===== src/design/cache_macros.svh =====
`ifndef CACHE_MACROS_SVH
`define CACHE_MACROS_SVH

// Bus widths.
`define ADDR_W      32
`define DATA_W      32
`define STRB_W      4

// Cache geometry of 4 sets by 4 ways with 16 words per line.
`define NUM_SETS    4
`define NUM_WAYS    4
`define LINE_WORDS  16

// Address field widths.
`define TAG_W       24
`define SET_W       2
`define WORD_W      4
`define WAY_W       2

`endif


===== src/design/cache_pkg.sv =====
`include "cache_macros.svh"

package cache_pkg;

    // A byte address seen raw or split into its cache fields.
    typedef struct packed {
        logic [`TAG_W-1:0]  tag;
        logic [`SET_W-1:0]  set;
        logic [`WORD_W-1:0] word;
        logic [1:0]         byte_off;
    } cache_addr_fields_t;

    typedef union packed {
        logic [`ADDR_W-1:0] raw;
        cache_addr_fields_t fields;
    } cache_addr_t;

    // Request controller states.
    typedef enum logic [1:0] {
        st_idle,
        st_lookup,
        st_miss_wait,
        st_respond
    } ctrl_state_t;

endpackage


===== src/design/cache_ifs.sv =====
`include "cache_macros.svh"

// Lookup and store merge between the controller and the tag and data store.
interface store_if import cache_pkg::*; ();
    cache_addr_t        lookup_addr;
    logic               write_en;
    logic [`STRB_W-1:0] write_strb;
    logic [`DATA_W-1:0] write_data;
    logic               hit;
    logic [`DATA_W-1:0] read_data;

    modport ctrl (output lookup_addr, write_en, write_strb, write_data,
                  input  hit, read_data);

    modport storage (input  lookup_addr, write_en, write_strb, write_data,
                     output hit, read_data);
endinterface

// Line transfers between controller, store and AXI engine.
interface line_if ();
    logic               start;
    logic               victim_dirty;
    logic [`ADDR_W-1:0] victim_addr;
    logic [`ADDR_W-1:0] fill_addr;
    logic [`DATA_W-1:0] line_rdata;
    logic [`WORD_W-1:0] word_idx;
    logic               fill_we;
    logic [`DATA_W-1:0] fill_data;
    logic               fill_done;

    modport ctrl (output start, input fill_done);

    modport storage (input  word_idx, fill_we, fill_data, fill_done,
                     output victim_dirty, victim_addr, fill_addr, line_rdata);

    modport engine (input  start, victim_dirty, victim_addr, fill_addr, line_rdata,
                    output word_idx, fill_we, fill_data, fill_done);
endinterface


===== src/design/cache_req_ctrl.sv =====
`include "cache_macros.svh"

module cache_req_ctrl import cache_pkg::*; (
    input  logic               clk,
    input  logic               rst_n,
    input  logic               req_valid,
    input  logic               req_write,
    input  cache_addr_t        req_addr,
    input  logic [`DATA_W-1:0] req_wdata,
    input  logic [`STRB_W-1:0] req_strb,
    output logic               req_ready,
    output logic               resp_valid,
    output logic [`DATA_W-1:0] resp_rdata,
    store_if.ctrl              store,
    line_if.ctrl               line
);

    ctrl_state_t        state_q;
    ctrl_state_t        state_d;
    logic               ready_q;
    logic               accept;
    cache_addr_t        addr_q;
    logic               write_q;
    logic [`DATA_W-1:0] wdata_q;
    logic [`STRB_W-1:0] strb_q;
    logic [`DATA_W-1:0] rdata_q;

    assign accept = req_valid && ready_q;

    // ##################################################
    // Request FSM.
    always_comb begin
        state_d = state_q;
        case (state_q)
            st_idle: begin
                if (accept) begin
                    state_d = st_lookup;
                end
            end
            st_lookup: begin
                state_d = store.hit ? st_respond : st_miss_wait;
            end
            st_miss_wait: begin
                // Line is installed so the next lookup hits.
                if (line.fill_done) begin
                    state_d = st_lookup;
                end
            end
            st_respond: begin
                state_d = st_idle;
            end
            default: begin
                state_d = st_idle;
            end
        endcase
    end

    always_ff @(posedge clk or negedge rst_n) begin
        if (!rst_n) begin
            state_q <= st_idle;
            ready_q <= 1'b0;
        end else begin
            state_q <= state_d;
            ready_q <= (state_d == st_idle);
        end
    end

    // Held request and read result.
    always_ff @(posedge clk) begin
        if (accept) begin
            addr_q  <= req_addr;
            write_q <= req_write;
            wdata_q <= req_wdata;
            strb_q  <= req_strb;
        end
        if (state_q == st_lookup && store.hit && !write_q) begin
            rdata_q <= store.read_data;
        end
    end

    // ##################################################
    assign store.lookup_addr = addr_q;
    assign store.write_en    = (state_q == st_lookup) && store.hit && write_q;
    assign store.write_strb  = strb_q;
    assign store.write_data  = wdata_q;

    assign line.start = (state_q == st_lookup) && !store.hit;

    assign req_ready  = ready_q;
    assign resp_valid = (state_q == st_respond);
    assign resp_rdata = rdata_q;

endmodule


===== src/flat_wrapper.sv =====
// flat-port wrapper written by rule: the top's interface ports become plain ports
module cache_req_ctrl_flat import cache_pkg::*;
  (clk, rst_n, req_valid, req_write, req_addr, req_wdata, req_strb, req_ready, resp_valid, resp_rdata, store_lookup_addr, store_write_en, store_write_strb, store_write_data, store_hit, store_read_data, line_start, line_fill_done);
  store_if store_i ();
  line_if line_i ();
  input  logic clk;
  input  logic rst_n;
  input  logic req_valid;
  input  logic req_write;
  input  cache_addr_t req_addr;
  input  logic [`DATA_W-1:0] req_wdata;
  input  logic [`STRB_W-1:0] req_strb;
  output logic req_ready;
  output logic resp_valid;
  output logic [`DATA_W-1:0] resp_rdata;
  output wire logic [$bits(store_i.lookup_addr)-1:0] store_lookup_addr;
  output wire logic [$bits(store_i.write_en)-1:0] store_write_en;
  output wire logic [$bits(store_i.write_strb)-1:0] store_write_strb;
  output wire logic [$bits(store_i.write_data)-1:0] store_write_data;
  input wire logic [$bits(store_i.hit)-1:0] store_hit;
  input wire logic [$bits(store_i.read_data)-1:0] store_read_data;
  output wire logic [$bits(line_i.start)-1:0] line_start;
  input wire logic [$bits(line_i.fill_done)-1:0] line_fill_done;
  assign store_lookup_addr = store_i.lookup_addr;
  assign store_write_en = store_i.write_en;
  assign store_write_strb = store_i.write_strb;
  assign store_write_data = store_i.write_data;
  assign store_i.hit = store_hit;
  assign store_i.read_data = store_read_data;
  assign line_start = line_i.start;
  assign line_i.fill_done = line_fill_done;
  cache_req_ctrl u_core (.clk(clk), .rst_n(rst_n), .req_valid(req_valid), .req_write(req_write), .req_addr(req_addr), .req_wdata(req_wdata), .req_strb(req_strb), .req_ready(req_ready), .resp_valid(resp_valid), .resp_rdata(resp_rdata), .store(store_i), .line(line_i));
endmodule

===== config.mk =====
export PLATFORM = sky130hd
export DESIGN_NAME = cache_req_ctrl_flat
export DESIGN_NICKNAME = d
export VERILOG_FILES = /design/src/design/cache_pkg.sv /design/src/design/cache_ifs.sv /design/src/design/cache_req_ctrl.sv /design/src/flat_wrapper.sv
export VERILOG_INCLUDE_DIRS = /design/src /design/src/design
export SDC_FILE = /design/constraint.sdc
export NUM_CORES = 1
export LEC_CHECK = 0
export ABC_AREA = 0
export BUFFER_PORTS_ARGS = -buffer_cell sky130_fd_sc_hd__buf_2
export CORE_UTILIZATION = 32
export DETAILED_ROUTE_END_ITERATION = 10
export PLACE_DENSITY = 0.67
export SLEW_MARGIN = 20
export SYNTH_ARGS = -nofsm -noshare
export SYNTH_HDL_FRONTEND = slang
export SYNTH_SLANG_ARGS = --single-unit

===== constraint.sdc =====
create_clock -name clk -period 4.45 [get_ports clk]
set_input_delay 0.89 -clock clk [delete_from_list [all_inputs] [get_ports clk]]
set_output_delay 0.89 -clock clk [all_outputs]
set_load 0.005 [all_outputs]

==> results of run 1 <==
## cell usage in the layout, fill, tap and decap left out
master,n
sky130_fd_sc_hd__and2_1,1
sky130_fd_sc_hd__buf_2,209
sky130_fd_sc_hd__buf_4,3
sky130_fd_sc_hd__bufinv_16,2
sky130_fd_sc_hd__clkbuf_1,1
sky130_fd_sc_hd__clkbuf_8,9
sky130_fd_sc_hd__clkinv_1,2
sky130_fd_sc_hd__clkinv_2,1
sky130_fd_sc_hd__dfrtp_1,3
sky130_fd_sc_hd__edfxtp_1,101
sky130_fd_sc_hd__inv_1,1
sky130_fd_sc_hd__inv_2,1
sky130_fd_sc_hd__nand2_1,1
sky130_fd_sc_hd__nand2b_1,2
sky130_fd_sc_hd__nand3b_1,2
sky130_fd_sc_hd__nor2_1,2
sky130_fd_sc_hd__nor2_2,1
sky130_fd_sc_hd__o211ai_2,1
sky130_fd_sc_hd__o21ai_1,1
sky130_fd_sc_hd__o21bai_1,1
sky130_fd_sc_hd__or2_1,1
## final cells by class
class	instances	area (sq um)	area share [%]
sequential	104	3110	67.1
timing repair buffer	212	1070	23.1
tap	133	166	3.59
clock buffer	10	128	2.75
multi-input combinational	13	82.6	1.78
clock inverter	5	72.6	1.57
inverter	2	7.51	0.162
## flip-flops by register name, summed over array words and instances, names as in the netlist
signal	cells
u_core.write_q	1
u_core.store.lookup_addr	32
u_core.resp_rdata	32
u_core.state_q	2
u_core.store.write_strb	4
u_core.store.write_data	32
u_core.req_ready	1
## cells in the mapped netlist
cell	instances	share of area [%]
sky130_fd_sc_hd__nand3b_1	2	0.47
sky130_fd_sc_hd__dfrtp_1	3	2.3
sky130_fd_sc_hd__and2_1	1	0.20
sky130_fd_sc_hd__o211ai_2	1	0.39
sky130_fd_sc_hd__edfxtp_1	101	95
sky130_fd_sc_hd__inv_1	2	0.24
sky130_fd_sc_hd__nor2_1	3	0.35
sky130_fd_sc_hd__nand2_1	1	0.12
sky130_fd_sc_hd__or2_1	1	0.20
sky130_fd_sc_hd__o21bai_1	1	0.24
sky130_fd_sc_hd__o21ai_1	1	0.16
sky130_fd_sc_hd__nand2b_1	2	0.39
## metrics by stage
step	power, mW	std cells	area [sq um]	utilization [%]
floorplan	1.43	119	3200	-
detailed placement	1.64	464	4430	45.6
finish	2.21	479	4630	47.6
CTS	2.24	479	4630	47.6
global route	2.31	479	4630	47.6
global placement	1.63	464	4430	45.6
## where the power goes
group	total, mW	internal (mW)	switching (mW)
Combinational	0.314	0.137	0.177
Clock	0.600	0.310	0.290
Sequential	1.29	1.26	0.0385
Total	2.21	1.70	0.505
## worst max-delay path by stage
stage | cells after the start | slack (ns) | endpoint | from
3_5_place_dp | 4 | 1.99 | u_core.store.write_data[21] | req_valid
2_1_floorplan | 2 | 1.64 | u_core.resp_rdata[0] | store_hit
3_3_place_gp | 4 | 2.06 | u_core.store.lookup_addr[14] | req_valid
6_report | 4 | 2.22 | store_write_en | store_hit
5_1_grt | 4 | 2.16 | store_write_en | store_hit
4_1_cts | 4 | 2.22 | store_write_en | store_hit
## layer usage
metal / routed length (microns) / vias to the layer above / GRT usage (%)
met4: 138 / 0 / 7.91
met3: 446 / 10 / 2.87
met2: 3860 / 102 / 23.8
met5: 0 / - / 0
met1: 2550 / 921 / 12.9
li1: - / 914 / -
## worst register-to-register path: cells and delay by family, from the launching register on
kind                   cells  cell delay (ns)
flip-flops                 1             0.36
AND/OR/NAND/NOR            1             0.10
buffers and inverters      2             1.02
## logic make-up after synthesis
family | after synthesis | synth area share, %
AOI/OAI and AO/OA | 3 | 0.783
buffers and inverters | 2 | 0.235
DFF | 104 | 97.3
and+or+nand+nor | 10 | 1.72
==> run_summary.xml, run 1 <==
<?xml version="1.0" encoding="UTF-8"?>
<metrics>
  <group name="run_status">
    <metric name="outcome" unit="">completed</metric>
  </group>
  <group name="worst_setup_path">
    <metric name="worstSetupStartpointType" unit="">primary input</metric>
    <metric name="crit_path_max_fanout" unit="">3</metric>
    <metric name="rr_endpoint" unit="">u_core.store.lookup_addr[30]</metric>
    <metric name="worstReg2RegStart" unit="">u_core.req_ready</metric>
    <metric name="delay_heaviest_family_cp" unit="">simple AND/OR/NAND/NOR gates</metric>
    <metric name="worst_ep_required_time" unit="ns">3.56</metric>
    <metric name="regToRegSetupSlack" unit="ns">2.66</metric>
    <metric name="cp_slowest_cell" unit="">sky130_fd_sc_hd__nand3b_1</metric>
    <metric name="criticalPathCategory" unit="">in -&gt; out</metric>
    <metric name="crit_buf_inv" unit="">2</metric>
    <metric name="end_kind" unit="">primary output</metric>
    <metric name="crit_path_max_incr_delay" unit="ns">0.14</metric>
    <metric name="ff2ff_path_depth" unit="">3</metric>
    <metric name="timing.critical_path.arrival" unit="ns">1.34</metric>
    <metric name="crit_top_cell" unit="">sky130_fd_sc_hd__buf_2</metric>
    <metric name="crit_path_cell_chain" unit="">buf_2, nand3b_1, nor2_1, buf_2</metric>
  </group>
  <group name="detailed_routing">
    <metric name="route.final.wire_length" unit="mm">7.00</metric>
    <metric name="via_count" unit="">1947</metric>
    <metric name="wire_per_inst" unit="microns">14.6</metric>
    <metric name="route.detailed.vias_per_inst" unit="">4.06</metric>
    <metric name="drt_drc_violations_left" unit="">0</metric>
    <metric name="dr.pass1.iters" unit="">4</metric>
    <metric name="drtIter0Drc" unit="">33</metric>
    <metric name="antenna_nets_post_route" unit="">0</metric>
  </group>
  <group name="global_routing">
    <metric name="first_global_vias" unit="">1938</metric>
    <metric name="overall_routing_resource_usage" unit="%">12.7</metric>
    <metric name="grt_overflow" unit="">0</metric>
    <metric name="wire_length_of_the_first_global_routing_pass" unit="mm">9.47</metric>
    <metric name="initial_antenna_violation_count" unit="">0</metric>
    <metric name="maximum_number_of_pins_on_one_net_before_global_route_repair" unit="">40</metric>
  </group>
  <group name="yosys">
    <metric name="synth_area_per_cell" unit="sq um">26.9</metric>
    <metric name="synth-seq-area-share" unit="%">97.3</metric>
    <metric name="yosysWarnings" unit="">0</metric>
    <metric name="syn_nets" unit="">225</metric>
    <metric name="synth_area" unit="sq um">3200</metric>
    <metric name="synth.lib_cells_used.distinct" unit="">12</metric>
    <metric name="syn-instance-count" unit="">119</metric>
    <metric name="synth-seq-cells" unit="">104</metric>
  </group>
  <group name="clock_tree">
    <metric name="cts-root-to-sink-buffers" unit="">2</metric>
    <metric name="holdBufCountCts" unit="">0</metric>
    <metric name="htree_num_levels" unit="">3</metric>
    <metric name="cts_tree" unit="">yes</metric>
    <metric name="postCtsSetupBuffers" unit="">0</metric>
    <metric name="clockRootBuffer" unit="">sky130_fd_sc_hd__clkbuf_8</metric>
    <metric name="post_cts.resized_instances" unit="">0</metric>
    <metric name="clk_latency" unit="ns">0.35</metric>
    <metric name="clock-sinks" unit="">104</metric>
    <metric name="clk_pin_slew_worst_paths" unit="ns">0.09</metric>
    <metric name="tritoncts.num_buffers" unit="">9</metric>
  </group>
  <group name="timing">
    <metric name="final_hold_viol_count" unit="">0</metric>
    <metric name="time_the_worst_path_needs_with_i_o_delays_and_setup" unit="ns">2.23</metric>
    <metric name="max_freq" unit="MHz">449</metric>
    <metric name="setup_ws" unit="ns">2.22</metric>
    <metric name="worstMarginPinSlew" unit="ns">0.840</metric>
    <metric name="final_critical_path_share_of_the_clock_period" unit="%">50.1</metric>
    <metric name="fin_skew" unit="ns">0.00663</metric>
    <metric name="slew_headroom" unit="%">43.9</metric>
    <metric name="report.final.slew_viol_count" unit="">0</metric>
    <metric name="finalSetupTns" unit="ns">0</metric>
    <metric name="unrepaired_setup_endpoints_after_global_routing" unit="">false</metric>
    <metric name="setup_violations" unit="">0</metric>
    <metric name="fin_worst_hold_slack" unit="ns">0.321</metric>
  </group>
  <group name="floorplan">
    <metric name="io_pins" unit="">210</metric>
    <metric name="design.die.area" unit="sq um">10400</metric>
    <metric name="core" unit="sq um">9730</metric>
    <metric name="die_width" unit="microns">102</metric>
    <metric name="initial_core_util" unit="%">32.8</metric>
    <metric name="fp.dieH" unit="microns">102</metric>
    <metric name="placement_rows" unit="">36</metric>
  </group>
  <group name="pwr">
    <metric name="worst_case_vdd_ir_drop" unit="mV">0.260</metric>
    <metric name="power.density_cell_area" unit="nW/um^2">476</metric>
    <metric name="power.static_leakage" unit="nW">1.96</metric>
  </group>
  <group name="place">
    <metric name="post-dp-hpwl" unit="mm">5.27</metric>
    <metric name="place.port_buffers" unit="">209</metric>
    <metric name="gp_routability_congestion" unit="">0.682</metric>
    <metric name="pre_cts_slack" unit="ns">1.99</metric>
  </group>
  <group name="finish">
    <metric name="fillCellCount" unit="">868</metric>
    <metric name="diode_insertion_count_for_antenna_repair" unit="">0</metric>
    <metric name="area_growth_syn_to_fin" unit="%">45.0</metric>
    <metric name="layout-drive-gt1-share" unit="%">65.6</metric>
    <metric name="final_net_count" unit="">448</metric>
  </group>
  <group name="run">
    <metric name="timing.max_cap.violations" unit="">0</metric>
  </group>
  <group name="min_path">
    <metric name="timing.hold.worst.class" unit="">in -&gt; async</metric>
  </group>
</metrics>
Power figures use the tool's default switching activity.
==> inputs of run 2 (changes only) <==
- PLACE_DENSITY: 0.67 -> 0.69
- clock period: 4.45 -> 1.81 ns (I/O delays scaled with it)
==> run_summary.xml, run 2 (synthesized netlist as in run 1, its figures left out) <==
<?xml version="1.0" encoding="UTF-8"?>
<metrics>
  <group name="run_status">
    <metric name="outcome" unit="">completed</metric>
  </group>
  <group name="global_routing">
    <metric name="overall_routing_resource_usage" unit="%">12.7</metric>
    <metric name="initial_antenna_violation_count" unit="">0</metric>
    <metric name="wire_length_of_the_first_global_routing_pass" unit="mm">9.47</metric>
    <metric name="grt_overflow" unit="">0</metric>
    <metric name="first_global_vias" unit="">1900</metric>
    <metric name="maximum_number_of_pins_on_one_net_before_global_route_repair" unit="">45</metric>
  </group>
  <group name="floorplan">
    <metric name="placement_rows" unit="">36</metric>
    <metric name="core" unit="sq um">9730</metric>
    <metric name="initial_core_util" unit="%">32.8</metric>
    <metric name="die_width" unit="microns">102</metric>
    <metric name="design.die.area" unit="sq um">10400</metric>
    <metric name="fp.dieH" unit="microns">102</metric>
    <metric name="io_pins" unit="">210</metric>
  </group>
  <group name="detailed_routing">
    <metric name="route.final.wire_length" unit="mm">6.85</metric>
    <metric name="drt_drc_violations_left" unit="">0</metric>
    <metric name="route.detailed.vias_per_inst" unit="">4.10</metric>
    <metric name="dr.max_layer_used" unit="">met4</metric>
    <metric name="antenna_nets_post_route" unit="">0</metric>
    <metric name="dr.pass1.iters" unit="">4</metric>
    <metric name="wl_met2" unit="mm">3.50</metric>
    <metric name="wl_met3" unit="microns">537</metric>
    <metric name="wire_per_inst" unit="microns">14.2</metric>
    <metric name="via_count" unit="">1973</metric>
    <metric name="drtIter0Drc" unit="">43</metric>
    <metric name="wl_met1" unit="mm">2.59</metric>
  </group>
  <group name="timing">
    <metric name="fin_skew" unit="ns">0.00871</metric>
    <metric name="final_hold_viol_count" unit="">0</metric>
    <metric name="slew_headroom" unit="%">78.0</metric>
    <metric name="worstMarginPinSlew" unit="ns">0.329</metric>
    <metric name="fin_worst_hold_slack" unit="ns">0.171</metric>
    <metric name="report.final.slew_viol_count" unit="">0</metric>
    <metric name="unrepaired_setup_endpoints_after_global_routing" unit="">false</metric>
    <metric name="time_the_worst_path_needs_with_i_o_delays_and_setup" unit="ns">1.64</metric>
    <metric name="final_critical_path_share_of_the_clock_period" unit="%">90.4</metric>
    <metric name="setup_violations" unit="">0</metric>
    <metric name="max_freq" unit="MHz">611</metric>
  </group>
  <group name="clock_tree">
    <metric name="tritoncts.num_buffers" unit="">9</metric>
    <metric name="cts_tree" unit="">yes</metric>
    <metric name="cts-root-to-sink-buffers" unit="">2</metric>
    <metric name="post_cts.resized_instances" unit="">0</metric>
    <metric name="clk_latency" unit="ns">0.36</metric>
    <metric name="clock-sinks" unit="">104</metric>
    <metric name="clk_pin_slew_worst_paths" unit="ns">0.10</metric>
    <metric name="htree_num_levels" unit="">3</metric>
    <metric name="postCtsSetupBuffers" unit="">0</metric>
    <metric name="clockRootBuffer" unit="">sky130_fd_sc_hd__clkbuf_8</metric>
  </group>
  <group name="finish">
    <metric name="multiInputGateArea" unit="sq um">90.1</metric>
    <metric name="most-common-layout-cells" unit="">209 x sky130_fd_sc_hd__buf_2, 101 x sky130_fd_sc_hd__edfxtp_1, 9 x sky130_fd_sc_hd__clkbuf_8, 3 x sky130_fd_sc_hd__clkinv_2, 3 x sky130_fd_sc_hd__dfrtp_1</metric>
    <metric name="layout-drive-gt1-share" unit="%">66.1</metric>
    <metric name="final_net_count" unit="">449</metric>
    <metric name="stdcell_count" unit="">481</metric>
    <metric name="diode_insertion_count_for_antenna_repair" unit="">0</metric>
    <metric name="area_of_all_sequential_standard_cells" unit="sq um">3110</metric>
    <metric name="fillCellCount" unit="">887</metric>
    <metric name="post-route-cell-area" unit="sq um">4660</metric>
    <metric name="mostFrequentLayoutCell" unit="">sky130_fd_sc_hd__buf_2</metric>
    <metric name="area_growth_syn_to_fin" unit="%">46.0</metric>
  </group>
  <group name="pwr">
    <metric name="worst_case_vdd_ir_drop" unit="mV">0.521</metric>
    <metric name="p_sw" unit="mW">1.28</metric>
    <metric name="power.static_leakage" unit="nW">1.96</metric>
    <metric name="clock_power_share" unit="%">25.5</metric>
    <metric name="intPower" unit="mW">4.08</metric>
    <metric name="power.density_cell_area" unit="nW/um^2">1150</metric>
    <metric name="power.share.switching" unit="%">23.9</metric>
    <metric name="seq_power_share" unit="%">59.3</metric>
    <metric name="comb_power_share" unit="%">15.2</metric>
  </group>
  <group name="place">
    <metric name="post-dp-hpwl" unit="mm">5.23</metric>
    <metric name="placement.cell_area" unit="sq um">4470</metric>
    <metric name="numPlacedInstances" unit="">464</metric>
    <metric name="place.port_buffers" unit="">209</metric>
    <metric name="gp_routability_congestion" unit="">0.708</metric>
  </group>
  <group name="worst_setup_path">
    <metric name="worst_ep_required_time" unit="ns">1.45</metric>
    <metric name="crit_path_max_incr_delay" unit="ns">0.42</metric>
    <metric name="worstSetupStartpointType" unit="">flip-flop</metric>
    <metric name="end_kind" unit="">primary output</metric>
    <metric name="delay_heaviest_family_cp" unit="">flip-flops</metric>
    <metric name="crit_buf_inv" unit="">1</metric>
    <metric name="crit_path_cell_chain" unit="">nand3b_1, nor2_1, buf_2</metric>
    <metric name="crit_path_max_fanout" unit="">6</metric>
    <metric name="criticalPathCategory" unit="">reg -&gt; out</metric>
    <metric name="cp_slowest_cell" unit="">sky130_fd_sc_hd__dfrtp_1</metric>
    <metric name="timing.critical_path.arrival" unit="ns">1.27</metric>
  </group>
  <group name="min_path">
    <metric name="timing.hold.worst.class" unit="">in -&gt; reg</metric>
  </group>
  <group name="run">
    <metric name="timing.max_cap.violations" unit="">0</metric>
  </group>
</metrics>
==> run 2: per-layer routing <==
| layer | global-route usage (%) | vias up |
|---|---|---|
| met5 | 0 | - |
| met4 | 9.67 | 0 |
| met3 | 3.15 | 22 |
| met2 | 21.3 | 112 |
| met1 | 14.1 | 924 |
| li1 | - | 915 |
==> run 2: worst paths after layout <==
kind                       slack (ns)               endpoint                 from  cells after the start
setup reg to reg                 0.47   u_core.resp_rdata[0]    u_core.state_q[1]                      3
max in group asynchronous        1.37      u_core.state_q[1]                rst_n                      2
hold reg to reg                  0.61      u_core.state_q[1]    u_core.state_q[1]                      2
hold / removal                   0.17  u_core.resp_rdata[18]  store_read_data[18]                      1
min in group asynchronous        0.32      u_core.state_q[0]                rst_n                      2
setup / recovery                 0.17         store_write_en    u_core.state_q[1]                      3
==> run 2: cell type report <==
cell class                 count  share of cell area, %
clock buffer                   9                   2.66
clock inverter                 7                   1.31
inverter                       2                  0.241
multi-input combinational     13                   1.93
sequential                   104                   66.6
tap                          133                   3.57
timing repair buffer         213                   23.7
==> run 2: power groups by stage <==
stage / logic [mW] / registers, mW / clock network, mW
after floorplan: 0.231 / 3.29 / 0
after global placement: 0.810 / 3.22 / 0
after detailed placement: 0.830 / 3.23 / 0
after CTS: 0.835 / 3.18 / 1.42
after global routing: 0.900 / 3.21 / 1.51
final: 0.812 / 3.18 / 1.37
==> run 2: through the flow <==
stage          setup TNS (ns)  setup WS (ns)  utilization (%)  total power, mW
6_report                    0          0.174             47.9             5.35
5_1_grt                     0         0.0806             47.9             5.63
4_1_cts                     0          0.129             47.9             5.44
3_5_place_dp                0          0.468             45.9             4.06
3_3_place_gp                0          0.486             45.9             4.03
2_1_floorplan           -4.29        -0.0621                -             3.53
==> run 2: worst register-to-register path: stages (launching register included) <==
cell	delay (ns)
sky130_fd_sc_hd__dfrtp_1	0.42
sky130_fd_sc_hd__nand3b_1	0.26
sky130_fd_sc_hd__nor2_4	0.14
sky130_fd_sc_hd__buf_12	0.21
==> run 2: timing repair <==
action / in CTS / in global routing
hold endpoints to repair: 3 / 0
setup endpoints to repair: 0 / 0
hold buffers: 1 / 0
