File: config.mk
export PLATFORM = sky130hd
export DESIGN_NAME = axi_line_master_flat
export DESIGN_NICKNAME = d
export VERILOG_FILES = /design/src/design/cache_ifs.sv /design/src/design/axi_line_master.sv /design/src/flat_wrapper.sv
export VERILOG_INCLUDE_DIRS = /design/src /design/src/design
export SDC_FILE = /design/constraint.sdc
export NUM_CORES = 1
export LEC_CHECK = 0
export BUFFER_PORTS_ARGS = -buffer_cell sky130_fd_sc_hd__buf_2
export CAP_MARGIN = 30
export CORE_AREA = 2 2 107 109
export DETAILED_ROUTE_END_ITERATION = 16
export DIE_AREA = 0 0 109 111
export GPL_ROUTABILITY_DRIVEN = 1
export PLACE_DENSITY_LB_ADDON = 0.1
export SYNTH_ARGS = -nofsm -noshare
export SYNTH_HDL_FRONTEND = slang
export SYNTH_SLANG_ARGS = --single-unit
File: constraint.sdc
create_clock -name clk -period 8.53 [get_ports clk]
set_input_delay 1.2795 -clock clk [delete_from_list [all_inputs] [get_ports clk]]
set_output_delay 1.2795 -clock clk [all_outputs]
set_load 0.01 [all_outputs]
File: src/design/cache_macros.svh
`ifndef CACHE_MACROS_SVH
`define CACHE_MACROS_SVH

// Bus widths.
`define ADDR_W      32
`define DATA_W      32
`define STRB_W      4

// Cache geometry of 4 sets by 4 ways with 16 words per line.
`define NUM_SETS    4
`define NUM_WAYS    4
`define LINE_WORDS  16

// Address field widths.
`define TAG_W       24
`define SET_W       2
`define WORD_W      4
`define WAY_W       2

`endif

File: src/design/cache_ifs.sv
`include "cache_macros.svh"


// Line transfers between controller, store and AXI engine.
interface line_if ();
    logic               start;
    logic               victim_dirty;
    logic [`ADDR_W-1:0] victim_addr;
    logic [`ADDR_W-1:0] fill_addr;
    logic [`DATA_W-1:0] line_rdata;
    logic [`WORD_W-1:0] word_idx;
    logic               fill_we;
    logic [`DATA_W-1:0] fill_data;
    logic               fill_done;

    modport ctrl (output start, input fill_done);

    modport storage (input  word_idx, fill_we, fill_data, fill_done,
                     output victim_dirty, victim_addr, fill_addr, line_rdata);

    modport engine (input  start, victim_dirty, victim_addr, fill_addr, line_rdata,
                    output word_idx, fill_we, fill_data, fill_done);
endinterface

File: src/design/axi_line_master.sv
`include "cache_macros.svh"

module axi_line_master (
    input  logic               clk,
    input  logic               rst_n,
    line_if.engine             line,
    output logic [`ADDR_W-1:0] m_araddr,
    output logic               m_arvalid,
    input  logic               m_arready,
    input  logic [`DATA_W-1:0] m_rdata,
    input  logic               m_rlast,
    input  logic               m_rvalid,
    output logic               m_rready,
    output logic [`ADDR_W-1:0] m_awaddr,
    output logic               m_awvalid,
    input  logic               m_awready,
    output logic [`DATA_W-1:0] m_wdata,
    output logic               m_wlast,
    output logic               m_wvalid,
    input  logic               m_wready,
    input  logic               m_bvalid,
    output logic               m_bready
);

    typedef enum logic [2:0] {
        eng_idle,
        eng_aw,
        eng_w,
        eng_b,
        eng_ar,
        eng_r,
        eng_done
    } eng_state_t;

    eng_state_t         state_q;
    logic [`WORD_W-1:0] word_idx_q;
    logic [`ADDR_W-1:0] aw_addr_q;
    logic [`ADDR_W-1:0] ar_addr_q;

    //##################################################
    // Write-back then refill sequencing.
    always_ff @(posedge clk or negedge rst_n) begin
        if (!rst_n) begin
            state_q    <= eng_idle;
            word_idx_q <= '0;
        end else begin
            case (state_q)
                eng_idle: begin
                    word_idx_q <= '0;
                    if (line.start) begin
                        state_q <= line.victim_dirty ? eng_aw : eng_ar;
                    end
                end
                eng_aw: if (m_awready) state_q <= eng_w;
                eng_w: begin
                    if (m_wready) begin
                        word_idx_q <= word_idx_q + 1'b1;
                        if (m_wlast) begin
                            state_q <= eng_b;
                        end
                    end
                end
                eng_b: if (m_bvalid) state_q <= eng_ar;
                eng_ar: if (m_arready) state_q <= eng_r;
                eng_r: begin
                    if (m_rvalid) begin
                        word_idx_q <= word_idx_q + 1'b1;
                        if (m_rlast) begin
                            state_q <= eng_done;
                        end
                    end
                end
                default: state_q <= eng_idle;
            endcase
        end
    end

    // Burst addresses are taken once at start.
    always_ff @(posedge clk) begin
        if (state_q == eng_idle && line.start) begin
            aw_addr_q <= line.victim_addr;
            ar_addr_q <= line.fill_addr;
        end
    end

    //##################################################
    assign m_awaddr  = aw_addr_q;
    assign m_awvalid = (state_q == eng_aw);
    assign m_wvalid  = (state_q == eng_w);
    assign m_wdata   = line.line_rdata;
    assign m_wlast   = (state_q == eng_w) && (word_idx_q == `WORD_W'(`LINE_WORDS - 1));
    assign m_bready  = (state_q == eng_b);
    assign m_araddr  = ar_addr_q;
    assign m_arvalid = (state_q == eng_ar);
    assign m_rready  = (state_q == eng_r);

    assign line.word_idx  = word_idx_q;
    assign line.fill_we   = (state_q == eng_r) && m_rvalid;
    assign line.fill_data = m_rdata;
    assign line.fill_done = (state_q == eng_done);

endmodule

File: src/flat_wrapper.sv
// flat-port wrapper written by rule: the top's interface ports become plain ports
module axi_line_master_flat 
  (clk, rst_n, m_araddr, m_arvalid, m_arready, m_rdata, m_rlast, m_rvalid, m_rready, m_awaddr, m_awvalid, m_awready, m_wdata, m_wlast, m_wvalid, m_wready, m_bvalid, m_bready, line_start, line_victim_dirty, line_victim_addr, line_fill_addr, line_line_rdata, line_word_idx, line_fill_we, line_fill_data, line_fill_done);
  line_if line_i ();
  input  logic clk;
  input  logic rst_n;
  output logic [`ADDR_W-1:0] m_araddr;
  output logic m_arvalid;
  input  logic m_arready;
  input  logic [`DATA_W-1:0] m_rdata;
  input  logic m_rlast;
  input  logic m_rvalid;
  output logic m_rready;
  output logic [`ADDR_W-1:0] m_awaddr;
  output logic m_awvalid;
  input  logic m_awready;
  output logic [`DATA_W-1:0] m_wdata;
  output logic m_wlast;
  output logic m_wvalid;
  input  logic m_wready;
  input  logic m_bvalid;
  output logic m_bready;
  input wire logic [$bits(line_i.start)-1:0] line_start;
  input wire logic [$bits(line_i.victim_dirty)-1:0] line_victim_dirty;
  input wire logic [$bits(line_i.victim_addr)-1:0] line_victim_addr;
  input wire logic [$bits(line_i.fill_addr)-1:0] line_fill_addr;
  input wire logic [$bits(line_i.line_rdata)-1:0] line_line_rdata;
  output wire logic [$bits(line_i.word_idx)-1:0] line_word_idx;
  output wire logic [$bits(line_i.fill_we)-1:0] line_fill_we;
  output wire logic [$bits(line_i.fill_data)-1:0] line_fill_data;
  output wire logic [$bits(line_i.fill_done)-1:0] line_fill_done;
  assign line_i.start = line_start;
  assign line_i.victim_dirty = line_victim_dirty;
  assign line_i.victim_addr = line_victim_addr;
  assign line_i.fill_addr = line_fill_addr;
  assign line_i.line_rdata = line_line_rdata;
  assign line_word_idx = line_i.word_idx;
  assign line_fill_we = line_i.fill_we;
  assign line_fill_data = line_i.fill_data;
  assign line_fill_done = line_i.fill_done;
  axi_line_master u_core (.clk(clk), .rst_n(rst_n), .line(line_i), .m_araddr(m_araddr), .m_arvalid(m_arvalid), .m_arready(m_arready), .m_rdata(m_rdata), .m_rlast(m_rlast), .m_rvalid(m_rvalid), .m_rready(m_rready), .m_awaddr(m_awaddr), .m_awvalid(m_awvalid), .m_awready(m_awready), .m_wdata(m_wdata), .m_wlast(m_wlast), .m_wvalid(m_wvalid), .m_wready(m_wready), .m_bvalid(m_bvalid), .m_bready(m_bready));
endmodule
==> results of run 1 <==
layout by cell type, fill, tap and decap left out, drive strengths merged:
master	count
nor4	2
o21ai	5
a21oi	2
and3	1
nor2b	1
dfrtp	7
or2b	1
nand3b	1
nor2	8
nand2b	2
and2	1
o22a	1
o32a	1
mux2i	2
clkinv	5
nor3	6
buf	150
bufinv	2
nand2	6
a221oi	1
o2bb2ai	1
o21bai	1
edfxtp	64
a21boi	1
a211oi	3
inv	5
ha	1
clkbuf	9
a41oi	1
and3b	1
nand3	2
o22ai	3
a31oi	1
nor4b	1
nand4b	1
or3b	1
stage by stage:
stage | cell area, um2 | hold slack [ps] | instances
after floorplan | 3020 | 631 | 204
after global placement | 3450 | 678 | 428
after detailed placement | 3450 | 676 | 428
after CTS | 3760 | 692 | 444
after global routing | 3760 | 739 | 444
final | 3760 | 694 | 444
tightest hold or removal path, stage by stage (launching register included):
cell and delay, ps:
dfrtp_1 430, o21bai_1 170, nor3_1 50
how the worst max path moves through the flow:
| stage | endpoint | slack (ps) |
|---|---|---|
| 2_1_floorplan | u_core.m_araddr[0] | 90 |
| 3_3_place_gp | line_fill_we | 5530 |
| 3_5_place_dp | line_fill_we | 5490 |
| 4_1_cts | line_fill_we | 5360 |
| 5_1_grt | line_fill_we | 5210 |
| 6_report | line_fill_we | 5370 |
cells by family after synthesis:
group / count (synthesis) / share of synthesized area [%]
flip-flops: 71 / 69.4
adder cells (fa/ha/maj): 1 / 0.414
buffers and inverters: 74 / 17.6
multiplexers: 2 / 0.663
AO/OA/AOI/OAI: 21 / 5.30
AND/OR/NAND/NOR: 35 / 6.67
power by group through the flow:
stage	Combinational (mW)	Sequential, mW	Clock, mW
finish	0.267	0.526	0.391
global placement	0.275	0.534	0
floorplan	0.174	0.558	0
global route	0.294	0.537	0.419
CTS	0.273	0.527	0.405
detailed placement	0.272	0.533	0
flip-flops by register name, indices dropped and copies added, names as in the netlist:
signal,flops
u_core.m_araddr,32
u_core.m_awaddr,32
u_core.state_q,3
u_core.line.word_idx,4
routing by layer:
layer  vias to the layer above  global-route usage [%]  wire, um
met5                         -                       0         0
met4                         0                    7.09       184
met3                        24                    6.47      1150
met2                       138                    17.3      3180
met1                       862                    11.2      2500
li1                        858                       -         -
final cells by class:
cell class | count | area [um2]
fill | 1125 | 7320
inverter | 5 | 18.8
clock inverter | 7 | 87.6
clock buffer | 9 | 225
sequential | 71 | 2100
tap | 143 | 179
timing repair buffer | 150 | 753
multi-input combinational | 59 | 400
==> impl_metrics.py, run 1 <==
metrics = {
    "worst_hold_path": {
        "hold_depth": 2,
        "min-delay-start": "u_core.line.word_idx[3]",
        "min_delay_worst_endpoint": "u_core.line.word_idx[3]",
        "hold_class": "register to register",
    },
    "pwr": {
        "comb_power_share_pct": 22.5,
        "ir_drop_mv": 0.107,
        "p_leak_nw": 1.59,
        "p_switching_uw": 348,
        "power_mw": 1.18,
        "pwr-share-clk_pct": 33.0,
        "seq_power_share_pct": 44.4,
        "p_per_area_nw_per_um2": 314,
        "intPower_uw": 835,
        "swShare_pct": 29.4,
    },
    "finish": {
        "final_nets": 435,
        "utilization_pct": 34.0,
        "antenna_cells": 0,
        "syn_to_final_growth_pct": 24.5,
        "drive_gt1_share_pct": 56.8,
    },
    "sta": {
        "fin_ws_ps": 5370,
        "setup_tns_ps": 0,
        "max_freq_mhz": 317,
        "rsz0062_at_grt": "no",
        "slew_headroom_pct": 44.7,
        "worst-slew-pin-transition_ps": 830,
        "slew_viol_final": 0,
        "timing.final.crit_period_ps": 3160,
        "finalSetupViolations": 0,
        "finalCritPeriodShare_pct": 37.0,
        "hold_viol": 0,
        "clock_skew_ps": 3.68,
    },
    "floorplan": {
        "die_x_um": 109,
        "dieArea_um2": 12100,
        "initial_core_util_pct": 27.3,
        "coreArea_um2": 11100,
        "ioPinCount": 278,
        "die_height_um": 111,
        "rows": 39,
    },
    "routing": {
        "drc": 0,
        "ant_nets": 0,
        "drtPass1Iterations": 4,
        "dr_total_vias": 1882,
        "initialDrtViolationCount": 54,
        "wire_per_inst_um": 15.8,
        "wirelength_mm": 7.01,
        "via_per_inst": 4.24,
    },
    "setup_path": {
        "required_ps": 7250,
        "crit_arrival_ps": 1880,
        "timing.reg2reg.setup_slack_ps": 6520,
        "rr_worst_depth": 2,
        "rr_startpoint": "u_core.state_q[0]",
        "cp-startpoint": "u_core.state_q[2]",
        "crit_cells": 4,
        "worstPathMaxFanout": 19,
        "regToRegEndpoint": "u_core.m_araddr[26]",
        "crit_type": "register to output pin",
        "critPathBufInv": 2,
        "critPathMaxStageDelay_ps": 700,
        "end_kind": "output pin",
        "crit_family": "flip-flops",
        "start_kind": "register",
        "slowest_stage": "dfrtp_1",
        "crit_chain": "nand3b_1 > inv_1 > and2_1 > buf_2",
    },
    "synthesis": {
        "synth_edf_count": 64,
        "netlist_area_um2": 3020,
        "synth.ff_latch_count": 71,
        "syn_avg_cell_area_um2": 14.8,
        "syn-num-nets": 343,
        "synth.top_cell.area_share_pct": 63.6,
        "synthTopCellsByArea": "edfxtp_1, buf_4, dfrtp_1",
        "ys_warn_count": 0,
        "ys_types": 37,
        "synth_flop_cell": "edfxtp_1",
        "syn_inst": 204,
        "synth_common_cells": "buf_4, edfxtp_1, nor2_1",
        "async_reset_ff_share_pct": 9.86,
        "synth.largest_area_cell": "edfxtp_1",
        "yosysSeqAreaShare_pct": 69.4,
    },
    "global_routing": {
        "antenna_found_initial": 0,
        "grt_pass1_vias": 1759,
        "track_usage_pct": 11.1,
        "grt_pass1_wl_mm": 9.70,
        "overflow": 0,
        "grt_max_degree": 65,
    },
    "job": {
        "timing.max_cap.violations": 0,
    },
    "cts": {
        "clockRootBuffer": "clkbuf_16",
        "cts_setup_buffers": 0,
        "holdBufCountCts": 0,
        "cts_resized": 0,
        "cts_buffers": 9,
        "clk_pin_slew_ps": 60,
        "cts_tree": "built",
        "clkSinkCount": 71,
        "cts_max_level": 3,
        "clock_path_buffers": 2,
        "clk_latency_ps": 330,
    },
    "placed_design": {
        "place_ws_ps": 5490,
        "gp_congestion": 0.781,
        "port_buffers": 149,
        "dp_hpwl_mm": 5.19,
    },
    "outcome": {
        "status": "complete, no violations",
    },
}
Power figures use the tool's default switching activity.
==> run 2: changes to the inputs <==
ABC_AREA = 1   (was default)
clock period = 2.87 ns   (was 8.53 ns; I/O delays follow)
==> run 2 against run 1 <==
  * Synthesized cell count rose by 6.4%
  * Count of clock-buffer cells in the layout rose by 1
  * Clock power grew to 2.7 times the previous value
  * Hold slack got worse by 420 ps
  * First-iteration DRC count rose by 41%
  * Register-to-register slack worse by 5400 ps
  * Critical endpoint unchanged
  * Sequential power grew to 2.9 times the previous value
==> impl_metrics.py, run 2 <==
metrics = {
    "cts": {
        "clockRootBuffer": "clkbuf_16",
        "clk_pin_slew_ps": 60,
        "cts_tree": "built",
        "clk_latency_ps": 320,
        "clkSinkCount": 71,
        "cts_buffers": 9,
        "clock_path_buffers": 2,
        "cts_max_level": 3,
    },
    "worst_hold_path": {
        "hold_class": "input pin to register",
        "hold_depth": 1,
        "min_delay_worst_endpoint": "u_core.m_awaddr[12]",
        "min-delay-start": "line_victim_addr[12]",
    },
    "synthesis": {
        "syn_avg_cell_area_um2": 14.2,
        "syn-num-nets": 356,
        "synth.top_cell.area_share_pct": 62.5,
        "yosysSeqAreaShare_pct": 68.2,
        "synthTopCellsByArea": "edfxtp_1, buf_4, dfrtp_1",
        "synth_edf_count": 64,
        "ys_warn_count": 0,
        "synth.largest_area_cell": "edfxtp_1",
        "netlist_area_um2": 3070,
        "async_reset_ff_share_pct": 9.86,
        "syn_inst": 217,
        "synth_common_cells": "buf_4, edfxtp_1, nand2_1",
        "ys_types": 24,
        "synth_flop_cell": "edfxtp_1",
        "synth.ff_latch_count": 71,
    },
    "floorplan": {
        "ioPinCount": 278,
        "coreArea_um2": 11100,
        "rows": 39,
        "initial_core_util_pct": 27.8,
        "die_x_um": 109,
        "dieArea_um2": 12100,
        "die_height_um": 111,
    },
    "finish": {
        "instances_no_fill": 460,
        "multi_input_comb_area_um2": 405,
        "final_common_cell": "buf_2",
        "syn_to_final_growth_pct": 24.0,
        "fillers": 1146,
        "final_nets": 451,
        "seqCellArea_um2": 2100,
        "drive_gt1_share_pct": 58.0,
        "final_cell_mix": "buf_2, edfxtp_1, nand2_1, nand3_1, inv_1",
        "utilization_pct": 34.4,
        "antenna_cells": 0,
    },
    "setup_path": {
        "start_kind": "register",
        "crit_type": "register to output pin",
        "worstPathMaxFanout": 10,
        "end_kind": "output pin",
        "cp-startpoint": "u_core.state_q[0]",
        "rr_startpoint": "u_core.state_q[0]",
        "required_ps": 2440,
        "regToRegEndpoint": "u_core.m_awaddr[8]",
        "timing.reg2reg.setup_slack_ps": 1150,
        "rr_worst_depth": 4,
        "crit_arrival_ps": 1530,
    },
    "global_routing": {
        "overflow": 0,
        "grt_pass1_vias": 1787,
        "grt_max_degree": 65,
        "track_usage_pct": 10.7,
        "antenna_found_initial": 0,
        "grt_pass1_wl_mm": 9.54,
    },
    "pwr": {
        "p_switching_mw": 1.10,
        "ir_drop_mv": 0.265,
        "p_leak_nw": 1.71,
        "p_per_area_nw_per_um2": 916,
        "swShare_pct": 31.6,
        "intPower_mw": 2.39,
        "seq_power_share_pct": 43.1,
        "pwr-share-clk_pct": 30.7,
        "comb_power_share_pct": 26.2,
    },
    "routing": {
        "dr_total_vias": 1836,
        "via_per_inst": 3.99,
        "wire_per_inst_um": 14.3,
        "drc": 0,
        "ant_nets": 0,
        "wirelength_mm": 6.58,
        "drtPass1Iterations": 4,
        "initialDrtViolationCount": 76,
    },
    "sta": {
        "slew_headroom_pct": 66.7,
        "rsz0062_at_grt": "no",
        "setup_tns_ps": 0,
        "finalCritPeriodShare_pct": 68.2,
        "max_freq_mhz": 511,
        "slew_viol_final": 0,
        "hold_viol": 0,
        "timing.final.crit_period_ps": 1960,
        "clock_skew_ps": 3.98,
        "finalSetupViolations": 0,
        "worst-slew-pin-transition_ps": 499,
        "fin_ws_ps": 912,
    },
    "job": {
        "timing.max_cap.violations": 0,
    },
    "placed_design": {
        "dp_hpwl_mm": 5.08,
        "place_ws_ps": 1160,
        "gp_congestion": 0.804,
        "dp_cells": 443,
        "port_buffers": 149,
    },
    "outcome": {
        "status": "complete, no violations",
    },
}
==> run 2: cell types whose count changed in the layout (fill, tap and decap cells not counted), moves of 4 or more <==
cell,delta
inv_1,+5
nor3_1,-4
nor2_4,+5
nand2_1,+17
nand3_1,+9
==> run 2: logic make-up after synthesis <==
| logic type | count (synthesis) | synth area share [%] |
|---|---|---|
| xor gates and xnor gates | 2 | 0.570 |
| AOI/OAI and AO/OA | 5 | 1.06 |
| buffers and inverters | 81 | 18.8 |
| adders and majority gates | 1 | 0.407 |
| DFF | 71 | 68.2 |
| and+or+nand+nor | 57 | 10.9 |
==> run 2: power by group through the flow <==
stage	clock (mW)	combinational [mW]	sequential, mW
floorplan	0	0.662	1.57
global placement	0	0.946	1.52
detailed placement	0	0.939	1.53
CTS	1.11	0.940	1.51
global route	1.17	1.02	1.53
finish	1.07	0.915	1.50
==> run 2: routing by layer <==
layer | GRT usage [%] | wire length (um) | vias to the layer above
li1 | - | - | 871
met5 | 0 | 0 | -
met2 | 16.2 | 3000 | 126
met4 | 6.41 | 172 | 0
met1 | 11.7 | 2500 | 812
met3 | 5.76 | 910 | 27
==> run 2: worst max-delay path by stage <==
stage,end,slack [ps],depth (start not counted)
after detailed placement,u_core.m_awaddr[2],1160,4
final,line_fill_we,910,3
after CTS,line_fill_we,860,3
after floorplan,u_core.m_araddr[0],50,4
after global placement,u_core.m_araddr[25],1180,4
after global routing,line_fill_we,790,3
==> run 2: area by class of cell <==
type	count	share of cell area [%]
Sequential cell	71	55.0
Timing Repair Buffer	151	20.3
Clock inverter	6	1.61
Tap cell	143	4.69
Inverter	14	1.71
Clock buffer	10	6.01
Multi-Input combinational cell	65	10.6
==> run 2: repair_timing <==
action | CTS | global route
endpoints found under the hold margin | 7 | 0
hold buffers | 1 | 0
endpoints found under the setup margin | 0 | 0
resized for setup | 0 | 0
buffers inserted | 0 | 0
==> run 2: through the flow <==
stage | hold WS, ps | cell area (um2) | total power [mW]
global placement | 297 | 3510 | 2.47
CTS | 263 | 3810 | 3.56
global route | 255 | 3810 | 3.72
detailed placement | 298 | 3510 | 2.47
finish | 279 | 3810 | 3.49
floorplan | 135 | 3080 | 2.23
==> run 2: critical path: stages (launching register included) <==
cell and delay (ps):
dfrtp_1 650, nand3_1 260, nor2_1 150, buf_2 140
==> run 3: changes to the inputs <==
CORE_AREA = 2 2 109 111   (was 2 2 107 109)
DIE_AREA = 0 0 111 113   (was 0 0 109 111)
clock period = 1.95 ns   (was 2.87 ns; I/O delays follow)
==> run 3 against run 2 <==
  * Count of clock-buffer cells in the layout unchanged
  * Sequential cell count unchanged
  * Total power is 49% higher
  * Critical path type unchanged
  * Combinational power up 53%
  * Hold slack worse by 140 ps
  * Design area rose by 0.59%
  * Non-clock buffer count grew 1
  * Cell count grew 0.22%
  * Via count grew 1.8%
  * Highest routed layer unchanged
==> impl_metrics.py, run 3 (synthesis results as in run 2) <==
metrics = {
    "cts": {
        "clk_pin_slew_ps": 60,
        "clock_path_buffers": 2,
        "cts_max_level": 3,
        "clk_latency_ps": 320,
        "clockRootBuffer": "clkbuf_16",
        "cts_buffers": 9,
        "clkSinkCount": 71,
        "cts_tree": "built",
    },
    "floorplan": {
        "ioPinCount": 278,
        "rows": 39,
        "coreArea_um2": 11300,
        "dieArea_um2": 12500,
        "die_height_um": 113,
        "initial_core_util_pct": 27.3,
        "die_x_um": 111,
    },
    "routing": {
        "wirelength_mm": 7.26,
        "via_per_inst": 4.05,
        "drtPass1Iterations": 4,
        "dr_total_vias": 1869,
        "ant_nets": 0,
        "wire_per_inst_um": 15.7,
        "drc": 0,
        "initialDrtViolationCount": 96,
    },
    "finish": {
        "final_nets": 452,
        "utilization_pct": 34.0,
        "final_cell_mix": "buf_2, edfxtp_1, nand2_1, nand3_1, inv_1",
        "drive_gt1_share_pct": 58.5,
        "final_common_cell": "buf_2",
        "antenna_cells": 0,
        "instances_no_fill": 461,
        "syn_to_final_growth_pct": 24.7,
    },
    "sta": {
        "setup_tns_ps": 0,
        "slew_headroom_pct": 68.3,
        "timing.final.crit_period_ps": 1810,
        "slew_viol_final": 0,
        "rsz0062_at_grt": "no",
        "hold_ws_ps": 141,
        "hold_viol": 0,
        "worst-slew-pin-transition_ps": 476,
        "finalCritPeriodShare_pct": 93.0,
        "clock_skew_ps": 3.91,
        "finalSetupViolations": 0,
        "max_freq_mhz": 551,
    },
    "pwr": {
        "p_per_area_nw_per_um2": 1360,
        "p_leak_nw": 1.72,
        "ir_drop_mv": 0.506,
    },
    "placed_design": {
        "dp_hpwl_mm": 5.67,
        "gp_congestion": 0.767,
        "port_buffers": 149,
        "dp_cells": 444,
    },
    "setup_path": {
        "required_ps": 1660,
        "end_kind": "output pin",
        "crit_arrival_ps": 1520,
        "start_kind": "register",
        "worstPathMaxFanout": 10,
        "crit_type": "register to output pin",
    },
    "global_routing": {
        "grt_pass1_wl_mm": 10.7,
        "grt_max_degree": 36,
        "overflow": 0,
        "grt_pass1_vias": 1918,
        "track_usage_pct": 11.5,
        "antenna_found_initial": 0,
    },
    "worst_hold_path": {
        "hold_class": "input pin to register",
    },
    "job": {
        "timing.max_cap.violations": 0,
    },
    "outcome": {
        "status": "complete, no violations",
    },
}
-- run 3: cell count changes in the layout (fill, tap and decap cells not counted) --
| cell | previous run | this run |
|---|---|---|
| buf_12 | 1 | 2 |
| nand2_2 | 2 | 3 |
| nand2_1 | 23 | 22 |
-- run 3: repair_timing --
action                                  4_1_cts  5_1_grt
setup buffers                                 0        0
endpoints found under the hold margin         7        0
resized for setup                             0        0
hold buffers                                  1        0
endpoints found under the setup margin        0        0
-- run 3: per-stage QoR --
stage | total power, mW | setup slack (ps) | instance area, um2
floorplan | 3.29 | -153 | 3080
global placement | 3.68 | 383 | 3530
detailed placement | 3.67 | 367 | 3530
CTS | 5.30 | 104 | 3830
global route | 5.51 | 27.2 | 3830
finish | 5.20 | 136 | 3830
-- run 3: worst paths after layout --
kind,startpoint,endpoint,slack [ps],cells after the start
worst min register to register,u_core.line.word_idx[1],u_core.line.word_idx[1],530,2
max in group asynchronous,rst_n,u_core.line.word_idx[0],1420,2
min in group asynchronous,rst_n,u_core.line.word_idx[3],350,2
worst max register to register,u_core.state_q[1],u_core.m_araddr[28],370,4
worst max-delay path,u_core.state_q[0],line_fill_we,140,3
worst min-delay path,line_victim_addr[25],u_core.m_awaddr[25],140,1
-- run 3: worst max-delay path, cell delays in order, from the launching register on --
cell	delay [ps]
dfrtp_1	640
nand3_1	270
nor2_1	140
buf_2	140
-- run 3: metal layers --
layer | vias up | wire (um) | global-route usage [%] | share of wire, %
li1 | 865 | - | - | -
met1 | 833 | 2660 | 12.0 | 37
met2 | 145 | 3550 | 18.9 | 49
met3 | 26 | 897 | 6.43 | 12
met4 | 0 | 142 | 5.75 | 2.0
met5 | - | 0 | 0 | 0
-- run 3: where the power goes --
| group | internal, mW | switching [mW] |
|---|---|---|
| combinational | 0.523 | 0.880 |
| sequential | 2.04 | 0.177 |
| clock | 0.985 | 0.597 |
| total | 3.54 | 1.65 |
-- run 3: final cells by class --
type,count,area (um2)
inverters,14,65.1
clock inverters,6,61.3
well taps,143,179
repair buffers,152,796
clock buffers,10,229
multi-input cells,65,408
flip-flops and latches,71,2100
fillers,1150,7440
